File: src/ctrlPkg.sv
package ctrlPkg;

	typedef enum logic [3:0] {
		aluAdd,
		aluSub,
		aluAnd,
		aluOr,
		aluXor,
		aluNor,
		aluSlt,
		aluSltu,
		aluSll,
		aluSrl,
		aluLui
	} aluOpT;

	typedef enum logic {aSrcRs, aSrcRt} aSrcT; // Shifts take rt

	typedef enum logic [1:0] {bSrcRt, bSrcSext, bSrcZext, bSrcShamt} bSrcT;

	typedef enum logic [1:0] {dstRt, dstRd, dstLink} dstSelT;

	typedef enum logic [1:0] {wbAlu, wbMem, wbPc4} wbSelT;

	typedef struct packed {
		aluOpT aluOp;
		aSrcT aSrc;
		bSrcT bSrc;
		dstSelT dstSel;
		wbSelT wbSel;
		logic regWrite;
		logic memWrite;
		logic branchEq;
		logic branchNe;
		logic jump;
		logic jumpReg;
	} ctrlT;

	// Writes nothing and steps the PC by 4
	localparam ctrlT ctrlNop = '{aluOp: aluAdd, aSrc: aSrcRs, bSrc: bSrcRt, dstSel: dstRt,
		wbSel: wbAlu, regWrite: 1'b0, memWrite: 1'b0, branchEq: 1'b0, branchNe: 1'b0,
		jump: 1'b0, jumpReg: 1'b0};

endpackage

File: src/isaPkg.sv
package isaPkg;

	localparam int wordW = 32;
	localparam int regAddrW = 5;
	localparam int opW = 6;
	localparam int functW = 6;
	localparam int immW = 16;
	localparam int shamtW = 5;
	localparam int targetW = 26;

	typedef logic [wordW-1:0] wordT;
	typedef logic [regAddrW-1:0] regAddrT;
	typedef logic [opW-1:0] opcodeT;
	typedef logic [functW-1:0] functT;

	localparam opcodeT opSpecial = 6'd0; // R-type decoded on funct
	localparam opcodeT opJ = 6'd2;
	localparam opcodeT opJal = 6'd3;
	localparam opcodeT opBeq = 6'd4;
	localparam opcodeT opBne = 6'd5;
	localparam opcodeT opAddi = 6'd8;
	localparam opcodeT opAddiu = 6'd9;
	localparam opcodeT opSlti = 6'd10;
	localparam opcodeT opAndi = 6'd12;
	localparam opcodeT opOri = 6'd13;
	localparam opcodeT opXori = 6'd14;
	localparam opcodeT opLui = 6'd15;
	localparam opcodeT opLw = 6'd35;
	localparam opcodeT opSw = 6'd43;

	localparam functT fnSll = 6'd0;
	localparam functT fnSrl = 6'd2;
	localparam functT fnJr = 6'd8;
	localparam functT fnAdd = 6'd32;
	localparam functT fnAddu = 6'd33;
	localparam functT fnSub = 6'd34;
	localparam functT fnSubu = 6'd35;
	localparam functT fnAnd = 6'd36;
	localparam functT fnOr = 6'd37;
	localparam functT fnXor = 6'd38;
	localparam functT fnNor = 6'd39;
	localparam functT fnSlt = 6'd42;
	localparam functT fnSltu = 6'd43;

	localparam regAddrT zeroReg = 5'd0;
	localparam regAddrT linkReg = 5'd31; // JAL return address

endpackage

File: src/instrDecoder.sv
`timescale 1ns/10ps

module instrDecoder (
	input isaPkg::wordT instr,
	output ctrlPkg::ctrlT ctrl
);
	import isaPkg::*;
	import ctrlPkg::*;

	opcodeT opcode;
	functT funct;
	logic shiftOk;

	assign opcode = instr[31:26];
	assign funct = instr[5:0];
	assign shiftOk = (instr[25:21] == zeroReg); // Nonzero rs field is not a plain shift

	always_comb begin
		ctrl = ctrlNop;
		case (opcode)
			opSpecial: begin
				ctrl.dstSel = dstRd;
				ctrl.regWrite = 1'b1;
				case (funct)
					fnAdd, fnAddu: ctrl.aluOp = aluAdd; // No overflow trap
					fnSub, fnSubu: ctrl.aluOp = aluSub;
					fnAnd: ctrl.aluOp = aluAnd;
					fnOr: ctrl.aluOp = aluOr;
					fnXor: ctrl.aluOp = aluXor;
					fnNor: ctrl.aluOp = aluNor;
					fnSlt: ctrl.aluOp = aluSlt;
					fnSltu: ctrl.aluOp = aluSltu;
					fnSll, fnSrl: begin
						ctrl.aluOp = (funct == fnSll) ? aluSll : aluSrl;
						ctrl.aSrc = aSrcRt;
						ctrl.bSrc = bSrcShamt;
						ctrl.regWrite = shiftOk;
					end
					fnJr: begin
						ctrl.regWrite = 1'b0;
						ctrl.jumpReg = 1'b1;
					end
					default: ctrl = ctrlNop;
				endcase
			end
			opAddi, opAddiu: begin
				ctrl.bSrc = bSrcSext;
				ctrl.regWrite = 1'b1;
			end
			opSlti: begin
				ctrl.aluOp = aluSlt;
				ctrl.bSrc = bSrcSext;
				ctrl.regWrite = 1'b1;
			end
			opAndi: begin
				ctrl.aluOp = aluAnd;
				ctrl.bSrc = bSrcZext;
				ctrl.regWrite = 1'b1;
			end
			opOri: begin
				ctrl.aluOp = aluOr;
				ctrl.bSrc = bSrcZext;
				ctrl.regWrite = 1'b1;
			end
			opXori: begin
				ctrl.aluOp = aluXor;
				ctrl.bSrc = bSrcZext;
				ctrl.regWrite = 1'b1;
			end
			opLui: begin
				ctrl.aluOp = aluLui;
				ctrl.bSrc = bSrcZext;
				ctrl.regWrite = 1'b1;
			end
			opLw: begin
				ctrl.bSrc = bSrcSext; // rs + offset
				ctrl.wbSel = wbMem;
				ctrl.regWrite = 1'b1;
			end
			opSw: begin
				ctrl.bSrc = bSrcSext;
				ctrl.memWrite = 1'b1;
			end
			opBeq: begin
				ctrl.aluOp = aluSub; // zero when rs == rt
				ctrl.branchEq = 1'b1;
			end
			opBne: begin
				ctrl.aluOp = aluSub;
				ctrl.branchNe = 1'b1;
			end
			opJ: ctrl.jump = 1'b1;
			opJal: begin
				ctrl.jump = 1'b1;
				ctrl.dstSel = dstLink;
				ctrl.wbSel = wbPc4;
				ctrl.regWrite = 1'b1;
			end
			default: ctrl = ctrlNop;
		endcase
	end

endmodule

File: config.mk
export PLATFORM = sky130hd
export DESIGN_NAME = instrDecoder
export DESIGN_NICKNAME = d
export VERILOG_FILES = /design/src/ctrlPkg.sv /design/src/isaPkg.sv /design/src/instrDecoder.sv
export SDC_FILE = /design/constraint.sdc
export NUM_CORES = 1
export LEC_CHECK = 0
export ABC_CLOCK_PERIOD_IN_PS = 1500
export BUFFER_PORTS_ARGS = -buffer_cell sky130_fd_sc_hd__buf_2
export CORE_AREA = 2 2 39 41
export DETAILED_ROUTE_END_ITERATION = 8
export DIE_AREA = 0 0 41 43
export GPL_TIMING_DRIVEN = 0
export MAX_ROUTING_LAYER = met4
export PLACE_DENSITY = 0.77
export SETUP_SLACK_MARGIN = 0.2
export SYNTH_ARGS = -nofsm -noshare
export SYNTH_HDL_FRONTEND = slang
export SYNTH_SLANG_ARGS = --single-unit
File: constraint.sdc
create_clock -name vclk -period 1.5
set_input_delay 0.075 -clock vclk [all_inputs]
set_output_delay 0.075 -clock vclk [all_outputs]
set_load 0.005 [all_outputs]
# Yosys cells after proc, flatten, opt, wreduce, memory -nomap -nowiden
# Cells that the tools add are included.
dict set report totals {
  out_inout_bits 17
  word_cells 54
  register_bits 0
  inputBits 32
}
dict set report classes {
  reduce_logical 12
  muxes 17
  n_eq_ne 25
}
# operator count
set op_table {}
lappend op_table {{$eq 6x6->1 const B} 12}
lappend op_table {{$eq 6x4->1 const B} 8}
lappend op_table {{$pmux 4 s8} 1}
lappend op_table {{$pmux 4 s7} 1}
lappend op_table {{$eq 6x2->1 const B} 3}
lappend op_table {{$reduce_or 13->1} 1}
lappend op_table {{$eq 6x3->1 const B} 2}
lappend op_table {{$logic_not 6->1} 2}
lappend op_table {{$pmux 2 s3} 2}
lappend op_table {{$reduce_or 10->1} 1}
lappend op_table {{$reduce_or 9->1} 1}
lappend op_table {{$mux 1} 8}
lappend op_table {{$reduce_or 2->1} 4}
lappend op_table {{$mux 3} 2}
lappend op_table {{$logic_not 5->1} 1}
lappend op_table {{$reduce_or 5->1} 1}
lappend op_table {{$pmux 1 s2} 2}
lappend op_table {{$pmux 2 s2} 1}
lappend op_table {{$reduce_or 4->1} 1}

# Logic depth before layout (Yosys ltp)
# Gate-level depths: netlist of the first run.
dict set report depth {
  word_depth 4
  depth_mapped 5
  mapped_depth_nobuf 4
}

# Worst setup path after synthesis of the first run
# OpenSTA, ideal clock, no wires.
dict set report synth_timing {
  kind {input to output}
  startpoint {input instr[2]}
  endpoint {output ctrl[11] (netlist bit)}
  n_path_buf 1
  cell_stages 4
  arrival_ns 1.186
  slack_ns 0.239
  required_ns 1.425
  cell_sequence {buf_4 > or4_1 > or3_1 > o21ai_0}
}
# item line_no
set synth_lines {}
lappend synth_lines {{start, declared} instrDecoder.sv:4} ;# input isaPkg::wordT instr,
lappend synth_lines {{end, declared} instrDecoder.sv:5} ;# output ctrlPkg::ctrlT ctrl

==> results of run 1 <==
==> power by group <==
group	leakage [nW]	internal, mW	switching, mW	total [mW]
combinational	0.359	0.0735	0.0859	0.159
sequential	0	0	0	0
clock	0	0	0	0
total	0.359	0.0735	0.0859	0.159
==> metrics by stage <==
| step | std cells | setup slack, ns | cell area, um^2 | utilization |
|---|---|---|---|---|
| after floorplan | 68 | 0.239 | 419 | - |
| after global routing | 122 | 0.0361 | 772 | 0.558 |
| final | 122 | 0.0656 | 772 | 0.558 |
| after global placement | 116 | -0.0686 | 599 | 0.433 |
| after CTS | 120 | 0.0972 | 711 | 0.514 |
| after detailed placement | 116 | -0.111 | 599 | 0.433 |
==> per-layer routing <==
layer,track usage,vias up,part of all wire
met5,-,-,0
met4,0.0267,0,0.020
met3,0.00524,4,0.053
met2,0.309,24,0.49
met1,0.259,319,0.44
li1,-,345,-
==> final cells by class <==
| class | instances | area, um^2 |
|---|---|---|
| repair buffers | 38 | 231 |
| multi-input cells | 56 | 454 |
| well taps | 16 | 20.0 |
| fillers | 130 | 612 |
| plain buffers | 6 | 43.8 |
| inverters | 6 | 22.5 |
==> worst min path at each step <==
stage          depth (start not counted)  slack [ns]      from      end
2_1_floorplan                          1        0.19  instr[4]  ctrl[0]
3_3_place_gp                           3        0.43  instr[4]  ctrl[0]
3_5_place_dp                           3        0.44  instr[4]  ctrl[0]
4_1_cts                                3        0.44  instr[4]  ctrl[8]
5_1_grt                                3        0.47  instr[4]  ctrl[0]
6_report                               3        0.46  instr[4]  ctrl[0]
==> synthesized netlist by cell type, types with 2 or more instances <==
cell                       instances  area (um^2)
sky130_fd_sc_hd__a21oi_1           3         15.0
sky130_fd_sc_hd__a32oi_1           2         17.5
sky130_fd_sc_hd__and3_1            2         12.5
sky130_fd_sc_hd__clkbuf_1          5         18.8
sky130_fd_sc_hd__inv_1             5         18.8
sky130_fd_sc_hd__nand2_1           3         11.3
sky130_fd_sc_hd__nand2b_1          2         12.5
sky130_fd_sc_hd__nor2_1            3         11.3
sky130_fd_sc_hd__nor2b_1           3         18.8
sky130_fd_sc_hd__nor3_1            2         10.0
sky130_fd_sc_hd__nor3b_1           3         22.5
sky130_fd_sc_hd__nor4_1            8         50.1
sky130_fd_sc_hd__o211ai_1          2         15.0
sky130_fd_sc_hd__o21ai_0           3         15.0
sky130_fd_sc_hd__o31ai_1           3         22.5
sky130_fd_sc_hd__or4_1             4         30.0
==> worst max-delay path, delay by kind of cell <==
family          cells  cell delay [ns]
simple gates        2             0.81
buf+inv             2             0.24
compound gates      2             0.23
==> kinds of logic after synthesis <==
family,share of synthesized area
and+or+nand+nor,0.516
AOI/OAI and AO/OA,0.322
buffers and inverters,0.116
xor gates and xnor gates,0.0209
muxes,0.0239
==> what timing repair did <==
action | in CTS | in global routing
pin swaps | 3 | 3
setup endpoints to repair | 8 | 15
gates resized for setup | 21 | 16
setup buffers | 4 | 2
cloned | 0 | 0
==> impl_results.html, run 1 <==
<table>
<tr><th>Metric</th><th>Value</th></tr>
<tr><th colspan="2">Routing</th></tr>
<tr><td>Number of iterations in the first detailed-routing pass</td><td>4</td></tr>
<tr><td>Drt total wl</td><td>1.69 mm</td></tr>
<tr><td>Vias post-DR</td><td>692</td></tr>
<tr><td>Avg WL per Cell</td><td>13.9 um</td></tr>
<tr><td>Drt via density</td><td>5.67</td></tr>
<tr><td>Number of nets with antenna violations after detailed routing</td><td>0</td></tr>
<tr><td>Post-route DRC</td><td>0</td></tr>
<tr><td>Iteration-0 DRC count of the detailed router</td><td>14</td></tr>
<tr><th colspan="2">STA</th></tr>
<tr><td>Maximum frequency from static timing analysis</td><td>0.697 GHz</td></tr>
<tr><td>Worst hold margin</td><td>0.461 ns</td></tr>
<tr><td>RSZ-0062 raised after global routing</td><td>yes</td></tr>
<tr><td>Slew headroom</td><td>0.736</td></tr>
<tr><td>Fin Setup TNS</td><td>0 ns</td></tr>
<tr><td>Max Transition Viols Final</td><td>0</td></tr>
<tr><td>Least-Margin Pin Slew</td><td>0.396 ns</td></tr>
<tr><td>Tcrit/Tclk final</td><td>0.956</td></tr>
<tr><td>Count of final hold-check violations</td><td>0</td></tr>
<tr><td>Min Clock Period, post-route</td><td>1.43 ns</td></tr>
<tr><td>Setup violation total in the final timing report</td><td>0</td></tr>
<tr><th colspan="2">Die</th></tr>
<tr><td>CORE AREA</td><td>1380 um^2</td></tr>
<tr><td>Starting density of the core</td><td>0.303</td></tr>
<tr><td>Die Span Y</td><td>43 um</td></tr>
<tr><td>Row count</td><td>14</td></tr>
<tr><td>Total Die Area</td><td>1760 um^2</td></tr>
<tr><td>Die outline width</td><td>41 um</td></tr>
<tr><td>Number of ports placed on the die boundary</td><td>49</td></tr>
<tr><th colspan="2">Critical path</th></tr>
<tr><td>Cell-by-cell trace of the critical path</td><td>buf_8, or4_4, nor4_4, a21oi_2, o211ai_1, buf_2</td></tr>
<tr><td>Maximum cell stage delay along the critical path</td><td>0.54 ns</td></tr>
<tr><td>Worst-path fanout max</td><td>3</td></tr>
<tr><td>Capture point of the critical path</td><td>ctrl[5]</td></tr>
<tr><td>Launching element of the worst setup path</td><td>instr[0]</td></tr>
<tr><td>Worst setup EP type</td><td>output port</td></tr>
<tr><td>WP data required</td><td>1.42 ns</td></tr>
<tr><td>Cell with the biggest individual delay on the critical path</td><td>sky130_fd_sc_hd__or4_4</td></tr>
<tr><td>Critical Path Start Type</td><td>input port</td></tr>
<tr><td>Critical path class</td><td>in2out</td></tr>
<tr><td>Data arrival time of the worst path</td><td>1.36 ns</td></tr>
<tr><th colspan="2">Synthesis</th></tr>
<tr><td>Mapped cell area</td><td>419 um^2</td></tr>
<tr><td>Sequential element share of the synthesized area</td><td>0</td></tr>
<tr><td>Gate count of the mapped netlist</td><td>68</td></tr>
<tr><td>Syn. warnings</td><td>0</td></tr>
<tr><td>Netlist cell types</td><td>31</td></tr>
<tr><td>Synthesized area per cell</td><td>6.16 um^2</td></tr>
<tr><td>Synth Net Count</td><td>100</td></tr>
<tr><th colspan="2">GRT</th></tr>
<tr><td>Global-route wire length before repair</td><td>2.43 mm</td></tr>
<tr><td>GRT overflow</td><td>0</td></tr>
<tr><td>Largest net degree at the start of global routing</td><td>11</td></tr>
<tr><td>Initial antenna violation count</td><td>0</td></tr>
<tr><td>GR Util All Layers</td><td>0.190</td></tr>
<tr><td>Via count of the first global-routing pass</td><td>576</td></tr>
<tr><th colspan="2">Placement</th></tr>
<tr><td>Estimated wirelength of the detail-placed design</td><td>1.09 mm</td></tr>
<tr><td>IO Port Bufs</td><td>32</td></tr>
<tr><td>Final weighted congestion in routability-driven placement</td><td>0.800</td></tr>
<tr><th colspan="2">Final layout</th></tr>
<tr><td>Net count reported at finish</td><td>140</td></tr>
<tr><td>Highest-count cells in the layout ignoring fill and taps</td><td>sky130_fd_sc_hd__buf_2, sky130_fd_sc_hd__buf_4, sky130_fd_sc_hd__clkbuf_2, sky130_fd_sc_hd__nor4_1, sky130_fd_sc_hd__inv_1</td></tr>
<tr><td>Number of inserted diodes</td><td>0</td></tr>
<tr><td>Most common library cell in the layout ignoring fill and taps</td><td>sky130_fd_sc_hd__buf_2</td></tr>
<tr><td>Area growth from synthesis to layout</td><td>84.2%</td></tr>
<tr><td>Clock buffer count</td><td>0</td></tr>
<tr><td>Seq_cells</td><td>0</td></tr>
<tr><td>Fraction of layout instances using a drive strength above 1</td><td>0.538</td></tr>
<tr><td>Sequential cell area in the final layout</td><td>0 um^2</td></tr>
<tr><th colspan="2">Power and ir drop</th></tr>
<tr><td>Total leakage power</td><td>0.359 nW</td></tr>
<tr><td>Final Total Pwr</td><td>0.159 mW</td></tr>
<tr><td>Maximum vdd ir drop</td><td>0.000125 V</td></tr>
<tr><td>Ratio of total power to cell area</td><td>206 nW/um^2</td></tr>
<tr><th colspan="2">Clock tree</th></tr>
<tr><td>Number of hold buffers added after cts</td><td>0</td></tr>
<tr><th colspan="2">Flow run</th></tr>
<tr><td>Max-Cap Viols</td><td>0</td></tr>
<tr><th colspan="2">Status</th></tr>
<tr><td>Run status</td><td>finished clean</td></tr>
<tr><th colspan="2">Worst hold path</th></tr>
<tr><td>Worst hold path type</td><td>in2out</td></tr>
</table>
No activity file was read; power rests on OpenSTA's default activity.
==> run 2: changes to the inputs <==
- ABC_AREA: not set -> 1
- CORE_AREA: 2 2 39 41 -> not set
- CORE_UTILIZATION: not set -> 39
- DIE_AREA: 0 0 41 43 -> not set
- PLACE_DENSITY: 0.77 -> 0.84
==> run 2 against run 1 <==
  * Final area fell by 7.8%
  * Synthesized cell count rose by 54%
  * Sequential share of layout area did not move
  * Core utilization rose by 5.0 points
  * Maximum frequency rose by 30%
  * Cell count rose by 25%
  * Setup slack improved by 0.33 ns
  * Synthesized area rose by 25%
  * Critical path depth rose by 3
  * Combinational power fell by 24%
==> impl_results.html, run 2 <==
<table>
<tr><th>Metric</th><th>Value</th></tr>
<tr><th colspan="2">STA</th></tr>
<tr><td>RSZ-0062 raised after global routing</td><td>no</td></tr>
<tr><td>Min Clock Period, post-route</td><td>1.10 ns</td></tr>
<tr><td>Tcrit/Tclk final</td><td>0.736</td></tr>
<tr><td>Setup violation total in the final timing report</td><td>0</td></tr>
<tr><td>Least-Margin Pin Slew</td><td>0.295 ns</td></tr>
<tr><td>Max Transition Viols Final</td><td>0</td></tr>
<tr><td>Slew headroom</td><td>0.803</td></tr>
<tr><td>Maximum frequency from static timing analysis</td><td>0.906 GHz</td></tr>
<tr><td>Fin Setup TNS</td><td>0 ns</td></tr>
<tr><td>Count of final hold-check violations</td><td>0</td></tr>
<tr><th colspan="2">Critical path</th></tr>
<tr><td>Worst setup EP type</td><td>output port</td></tr>
<tr><td>Cell with the biggest individual delay on the critical path</td><td>sky130_fd_sc_hd__nor2_8</td></tr>
<tr><td>Critical path class</td><td>in2out</td></tr>
<tr><td>Cell-by-cell trace of the critical path</td><td>buf_2, nor2_1, inv_1, nor2_8, nand2_4, inv_2, nor2_1, nand3_2, buf_2</td></tr>
<tr><td>WP data required</td><td>1.42 ns</td></tr>
<tr><td>Maximum cell stage delay along the critical path</td><td>0.19 ns</td></tr>
<tr><td>Critical Path Start Type</td><td>input port</td></tr>
<tr><td>Worst-path fanout max</td><td>6</td></tr>
<tr><td>Data arrival time of the worst path</td><td>1.03 ns</td></tr>
<tr><th colspan="2">Die</th></tr>
<tr><td>Starting density of the core</td><td>0.448</td></tr>
<tr><td>Row count</td><td>12</td></tr>
<tr><td>Total Die Area</td><td>1490 um^2</td></tr>
<tr><td>Number of ports placed on the die boundary</td><td>49</td></tr>
<tr><td>CORE AREA</td><td>1170 um^2</td></tr>
<tr><td>Die outline width</td><td>38.7 um</td></tr>
<tr><td>Die Span Y</td><td>38.7 um</td></tr>
<tr><th colspan="2">Power and ir drop</th></tr>
<tr><td>Proportion of total power due to net switching</td><td>0.623</td></tr>
<tr><td>Final Total Pwr</td><td>0.121 mW</td></tr>
<tr><td>Maximum vdd ir drop</td><td>0.0000810 V</td></tr>
<tr><td>Share of power burned in the clock network</td><td>0</td></tr>
<tr><td>Part of the total power dissipated in combinational logic</td><td>1.000</td></tr>
<tr><td>Design internal power</td><td>0.0457 mW</td></tr>
<tr><td>Total leakage power</td><td>0.504 nW</td></tr>
<tr><td>Ratio of total power to cell area</td><td>170 nW/um^2</td></tr>
<tr><td>Register share of total power</td><td>0</td></tr>
<tr><td>Sw Pwr</td><td>0.0755 mW</td></tr>
<tr><th colspan="2">Synthesis</th></tr>
<tr><td>Gate count of the mapped netlist</td><td>105</td></tr>
<tr><td>Cell types with the largest area share after synthesis</td><td>sky130_fd_sc_hd__nand3_1, sky130_fd_sc_hd__nor2_1, sky130_fd_sc_hd__nand2_1</td></tr>
<tr><td>Synthesized area per cell</td><td>4.99 um^2</td></tr>
<tr><td>Syn. warnings</td><td>0</td></tr>
<tr><td>Dominant cell by count in the synthesized netlist</td><td>sky130_fd_sc_hd__nor2_1</td></tr>
<tr><td>Leading cell types by count after synthesis</td><td>sky130_fd_sc_hd__nor2_1, sky130_fd_sc_hd__nand2_1, sky130_fd_sc_hd__nand3_1</td></tr>
<tr><td>Area share of the largest cell type after synthesis</td><td>0.172</td></tr>
<tr><td>Sequential element share of the synthesized area</td><td>0</td></tr>
<tr><td>Library cell with the largest summed area after synthesis</td><td>sky130_fd_sc_hd__nand3_1</td></tr>
<tr><td>Mapped cell area</td><td>524 um^2</td></tr>
<tr><td>Synth Net Count</td><td>137</td></tr>
<tr><td>Netlist cell types</td><td>19</td></tr>
<tr><th colspan="2">Routing</th></tr>
<tr><td>Number of iterations in the first detailed-routing pass</td><td>4</td></tr>
<tr><td>Post-route DRC</td><td>0</td></tr>
<tr><td>Vias post-DR</td><td>749</td></tr>
<tr><td>Drt total wl</td><td>1.36 mm</td></tr>
<tr><td>Number of nets with antenna violations after detailed routing</td><td>0</td></tr>
<tr><td>Drt via density</td><td>4.90</td></tr>
<tr><td>Iteration-0 DRC count of the detailed router</td><td>25</td></tr>
<tr><td>Avg WL per Cell</td><td>8.86 um</td></tr>
<tr><th colspan="2">GRT</th></tr>
<tr><td>Via count of the first global-routing pass</td><td>548</td></tr>
<tr><td>Global-route wire length before repair</td><td>2.05 mm</td></tr>
<tr><td>Initial antenna violation count</td><td>0</td></tr>
<tr><td>Largest net degree at the start of global routing</td><td>9</td></tr>
<tr><td>GRT overflow</td><td>0</td></tr>
<tr><td>GR Util All Layers</td><td>0.184</td></tr>
<tr><th colspan="2">Final layout</th></tr>
<tr><td>Seq_cells</td><td>0</td></tr>
<tr><td>Sequential cell area in the final layout</td><td>0 um^2</td></tr>
<tr><td>Area growth from synthesis to layout</td><td>35.8%</td></tr>
<tr><td>Number of fill cells in the layout</td><td>123</td></tr>
<tr><td>Fraction of layout instances using a drive strength above 1</td><td>0.360</td></tr>
<tr><td>Clock buffer count</td><td>0</td></tr>
<tr><td>Net count reported at finish</td><td>173</td></tr>
<tr><td>Most common library cell in the layout ignoring fill and taps</td><td>sky130_fd_sc_hd__buf_2</td></tr>
<tr><td>Number of inserted diodes</td><td>0</td></tr>
<tr><td>Footprint of the multi-input gates</td><td>445 um^2</td></tr>
<tr><td>Highest-count cells in the layout ignoring fill and taps</td><td>sky130_fd_sc_hd__buf_2, sky130_fd_sc_hd__nor2_1, sky130_fd_sc_hd__nand2_1</td></tr>
<tr><th colspan="2">Worst hold path</th></tr>
<tr><td>Worst hold path type</td><td>in2out</td></tr>
<tr><th colspan="2">Clock tree</th></tr>
<tr><td>Post-cts resize count</td><td>0</td></tr>
<tr><td>Post-CTS Setup Inserts</td><td>0</td></tr>
<tr><td>Number of hold buffers added after cts</td><td>0</td></tr>
<tr><th colspan="2">Flow run</th></tr>
<tr><td>Max-Cap Viols</td><td>0</td></tr>
<tr><th colspan="2">Placement</th></tr>
<tr><td>IO Port Bufs</td><td>34</td></tr>
<tr><td>Estimated wirelength of the detail-placed design</td><td>1.17 mm</td></tr>
<tr><td>Final weighted congestion in routability-driven placement</td><td>0.923</td></tr>
<tr><th colspan="2">Status</th></tr>
<tr><td>Run status</td><td>finished clean</td></tr>
</table>
[run 2: cell types whose count changed in the layout (fill, tap and decap cells not counted), moves of 4 or more]
| cell | delta |
|---|---|
| sky130_fd_sc_hd__nand3_1 | +18 |
| sky130_fd_sc_hd__nor2_1 | +20 |
| sky130_fd_sc_hd__nor2_2 | +4 |
| sky130_fd_sc_hd__buf_2 | +5 |
| sky130_fd_sc_hd__clkbuf_2 | -4 |
| sky130_fd_sc_hd__nor4_1 | -4 |
| sky130_fd_sc_hd__buf_4 | -6 |
| sky130_fd_sc_hd__inv_1 | +13 |
| sky130_fd_sc_hd__nand2_1 | +17 |
[run 2: final cells by class]
type,count,share of cell area
inverters,21,0.111
well taps,14,0.0246
multi-input cells,84,0.626
repair buffers,34,0.239
[run 2: critical path, delay by kind of cell]
family	cells	cell delay [ns]
and+or+nand+nor	5	0.51
buffers and inverters	4	0.44
[run 2: path summary, 6_finish.rpt]
| check | endpoint | cells after the start | from | slack [ns] |
|---|---|---|---|---|
| max | ctrl[10] | 9 | instr[29] | 0.40 |
| min | ctrl[1] | 4 | instr[27] | 0.52 |
[run 2: cell families after synthesis]
family	count (synthesis)	synth area share
and+or+nand+nor	77	0.778
buffers and inverters	21	0.150
AOI/OAI and AO/OA	7	0.0716
[run 2: stage by stage]
stage	utilization	cells	area, um^2	hold WS, ns	setup WS, ns
final	0.608	153	712	0.522	0.397
after global routing	0.608	153	712	0.542	0.302
after CTS	0.608	153	712	0.523	0.396
after detailed placement	0.608	153	712	0.522	0.401
after global placement	0.608	153	712	0.515	0.416
after floorplan	-	105	524	0.265	0.702
[run 2: power by group through the flow]
stage,logic (mW),registers (mW),clock network (mW)
after floorplan,0.0680,0,0
after global placement,0.118,0,0
after detailed placement,0.120,0,0
after CTS,0.121,0,0
after global routing,0.136,0,0
final,0.121,0,0
[run 2: per-layer routing]
| metal | track usage | part of all wire | vias to the layer above |
|---|---|---|---|
| li1 | - | - | 400 |
| met1 | 0.257 | 0.47 | 311 |
| met2 | 0.313 | 0.45 | 38 |
| met3 | 0 | 0.086 | 0 |
| met4 | 0.00862 | 0 | 0 |
| met5 | - | 0 | - |
==> run 3: changes to the inputs <==
- ABC_CLOCK_PERIOD_IN_PS: 1500 -> 1050
- clock period: 1.5 -> 1.05 ns (I/O delays scaled with it)
==> run 3 against run 2 <==
  * Final area is 26% higher
  * Combinational power grew 110%
  * Sequential share of layout area stayed put
  * Core utilization increased by 16 points
  * Non-clock buffer count rose by 4
  * Largest cell class unchanged
==> impl_results.html, run 3 (synthesis gave the netlist of run 2 again) <==
<table>
<tr><th>Metric</th><th>Value</th></tr>
<tr><th colspan="2">Routing</th></tr>
<tr><td>Post-route DRC</td><td>0</td></tr>
<tr><td>Number of nets with antenna violations after detailed routing</td><td>0</td></tr>
<tr><td>Avg WL per Cell</td><td>12.2 um</td></tr>
<tr><td>DRT met1 WL</td><td>784 um</td></tr>
<tr><td>Iteration-0 DRC count of the detailed router</td><td>29</td></tr>
<tr><td>Vias post-DR</td><td>823</td></tr>
<tr><td>Top routing layer in use</td><td>met4</td></tr>
<tr><td>Met2 Wirelength</td><td>933 um</td></tr>
<tr><td>Number of iterations in the first detailed-routing pass</td><td>5</td></tr>
<tr><td>Drt via density</td><td>5.24</td></tr>
<tr><td>Drt total wl</td><td>1.92 mm</td></tr>
<tr><td>Met3 WL post-DR</td><td>155 um</td></tr>
<tr><th colspan="2">GRT</th></tr>
<tr><td>Via count of the first global-routing pass</td><td>553</td></tr>
<tr><td>Global-route wire length before repair</td><td>2.18 mm</td></tr>
<tr><td>Initial antenna violation count</td><td>0</td></tr>
<tr><td>GRT overflow</td><td>0</td></tr>
<tr><td>Largest net degree at the start of global routing</td><td>9</td></tr>
<tr><td>GR Util All Layers</td><td>0.200</td></tr>
<tr><th colspan="2">Flow run</th></tr>
<tr><td>Max-Cap Viols</td><td>0</td></tr>
<tr><th colspan="2">STA</th></tr>
<tr><td>Count of final hold-check violations</td><td>0</td></tr>
<tr><td>Fin Setup TNS</td><td>0 ns</td></tr>
<tr><td>Slew headroom</td><td>0.826</td></tr>
<tr><td>Maximum frequency from static timing analysis</td><td>1.01 GHz</td></tr>
<tr><td>Min Clock Period, post-route</td><td>0.985 ns</td></tr>
<tr><td>Max Transition Viols Final</td><td>0</td></tr>
<tr><td>Least-Margin Pin Slew</td><td>0.258 ns</td></tr>
<tr><td>PnR worst setup slack</td><td>0.0646 ns</td></tr>
<tr><td>Tcrit/Tclk final</td><td>0.938</td></tr>
<tr><td>Setup violation total in the final timing report</td><td>0</td></tr>
<tr><td>RSZ-0062 raised after global routing</td><td>yes</td></tr>
<tr><th colspan="2">Power and ir drop</th></tr>
<tr><td>Maximum vdd ir drop</td><td>0.000209 V</td></tr>
<tr><td>Ratio of total power to cell area</td><td>282 nW/um^2</td></tr>
<tr><td>Total leakage power</td><td>0.547 nW</td></tr>
<tr><td>Final Total Pwr</td><td>0.254 mW</td></tr>
<tr><th colspan="2">Critical path</th></tr>
<tr><td>Maximum cell stage delay along the critical path</td><td>0.17 ns</td></tr>
<tr><td>WP data required</td><td>1.00 ns</td></tr>
<tr><td>Data arrival time of the worst path</td><td>0.93 ns</td></tr>
<tr><td>Cell with the biggest individual delay on the critical path</td><td>sky130_fd_sc_hd__nor2_4</td></tr>
<tr><td>Launching element of the worst setup path</td><td>instr[29]</td></tr>
<tr><td>Capture point of the critical path</td><td>ctrl[10]</td></tr>
<tr><td>Cell-by-cell trace of the critical path</td><td>buf_2, nor2_4, inv_4, nor2_8, nand2_4, inv_4, nor2_2, nand3_2, buf_2</td></tr>
<tr><td>Worst-path fanout max</td><td>6</td></tr>
<tr><td>Critical Path Start Type</td><td>input port</td></tr>
<tr><td>Critical path class</td><td>in2out</td></tr>
<tr><td>Worst setup EP type</td><td>output port</td></tr>
<tr><th colspan="2">Placement</th></tr>
<tr><td>Placement-stage cell area</td><td>712 um^2</td></tr>
<tr><td>Worst slack at placement</td><td>-0.00355 ns</td></tr>
<tr><td>IO Port Bufs</td><td>34</td></tr>
<tr><td>Final weighted congestion in routability-driven placement</td><td>0.923</td></tr>
<tr><td>Estimated wirelength of the detail-placed design</td><td>1.17 mm</td></tr>
<tr><th colspan="2">Final layout</th></tr>
<tr><td>Final core occ</td><td>0.768</td></tr>
<tr><td>Final std cell area, no fill</td><td>900 um^2</td></tr>
<tr><td>Seq_cells</td><td>0</td></tr>
<tr><td>Area growth from synthesis to layout</td><td>71.6%</td></tr>
<tr><td>Clock buffer count</td><td>0</td></tr>
<tr><td>Most common library cell in the layout ignoring fill and taps</td><td>sky130_fd_sc_hd__buf_2</td></tr>
<tr><td>Highest-count cells in the layout ignoring fill and taps</td><td>sky130_fd_sc_hd__buf_2, sky130_fd_sc_hd__nor2_1, sky130_fd_sc_hd__nand3_1</td></tr>
<tr><td>Number of inserted diodes</td><td>0</td></tr>
<tr><td>Sequential cell area in the final layout</td><td>0 um^2</td></tr>
<tr><td>Fraction of layout instances using a drive strength above 1</td><td>0.531</td></tr>
<tr><td>Net count reported at finish</td><td>177</td></tr>
<tr><th colspan="2">Die</th></tr>
<tr><td>Row count</td><td>12</td></tr>
<tr><td>Starting density of the core</td><td>0.448</td></tr>
<tr><td>Number of ports placed on the die boundary</td><td>49</td></tr>
<tr><td>CORE AREA</td><td>1170 um^2</td></tr>
<tr><td>Die outline width</td><td>38.7 um</td></tr>
<tr><td>Die Span Y</td><td>38.7 um</td></tr>
<tr><td>Total Die Area</td><td>1490 um^2</td></tr>
<tr><th colspan="2">Clock tree</th></tr>
<tr><td>Number of hold buffers added after cts</td><td>0</td></tr>
<tr><th colspan="2">Status</th></tr>
<tr><td>Run status</td><td>finished clean</td></tr>
<tr><th colspan="2">Worst hold path</th></tr>
<tr><td>Worst hold path type</td><td>in2out</td></tr>
</table>
==> run 3: per-layer routing <==
metal,vias up,global-route usage
li1,406,-
met1,361,0.264
met2,52,0.363
met3,4,0
met4,0,0
met5,-,-
==> run 3: how the worst min path moves through the flow <==
stage               cells past startpoint  startpoint      end
finish                                  5   instr[30]  ctrl[1]
global route                            5   instr[30]  ctrl[1]
CTS                                     5   instr[30]  ctrl[4]
detailed placement                      4   instr[27]  ctrl[1]
global placement                        4   instr[27]  ctrl[1]
floorplan                               2   instr[28]  ctrl[3]
==> run 3: worst max-delay path: cells and delay by family <==
kind,cells,cell delay (ns)
buffers and inverters,4,0.38
and+or+nand+nor,5,0.49
==> run 3: final cells by class <==
cell class | count | area (um^2)
Multi-Input combinational cell | 84 | 531
Tap cell | 14 | 17.5
Fill cell | 94 | 272
Inverter | 21 | 88.8
Timing Repair Buffer | 38 | 263
==> run 3: per-stage QoR <==
step,instances,hold slack (ns)
after global routing,157,0.475
after detailed placement,153,0.477
final,157,0.475
after floorplan,105,0.220
after global placement,153,0.470
after CTS,154,0.454
==> run 3: what timing repair did <==
item | CTS | global route
endpoints found under the setup margin | 11 | 10
buffers inserted | 1 | 3
pin swaps | 13 | 15
endpoints found under the hold margin | 0 | 0
resized for setup | 18 | 36
==> run 3: where the power goes <==
group	total [mW]	internal (mW)	leakage, nW	switching (mW)
registers	0	0	0	0
logic	0.254	0.109	0.547	0.145
clock network	0	0	0	0
total	0.254	0.109	0.547	0.145
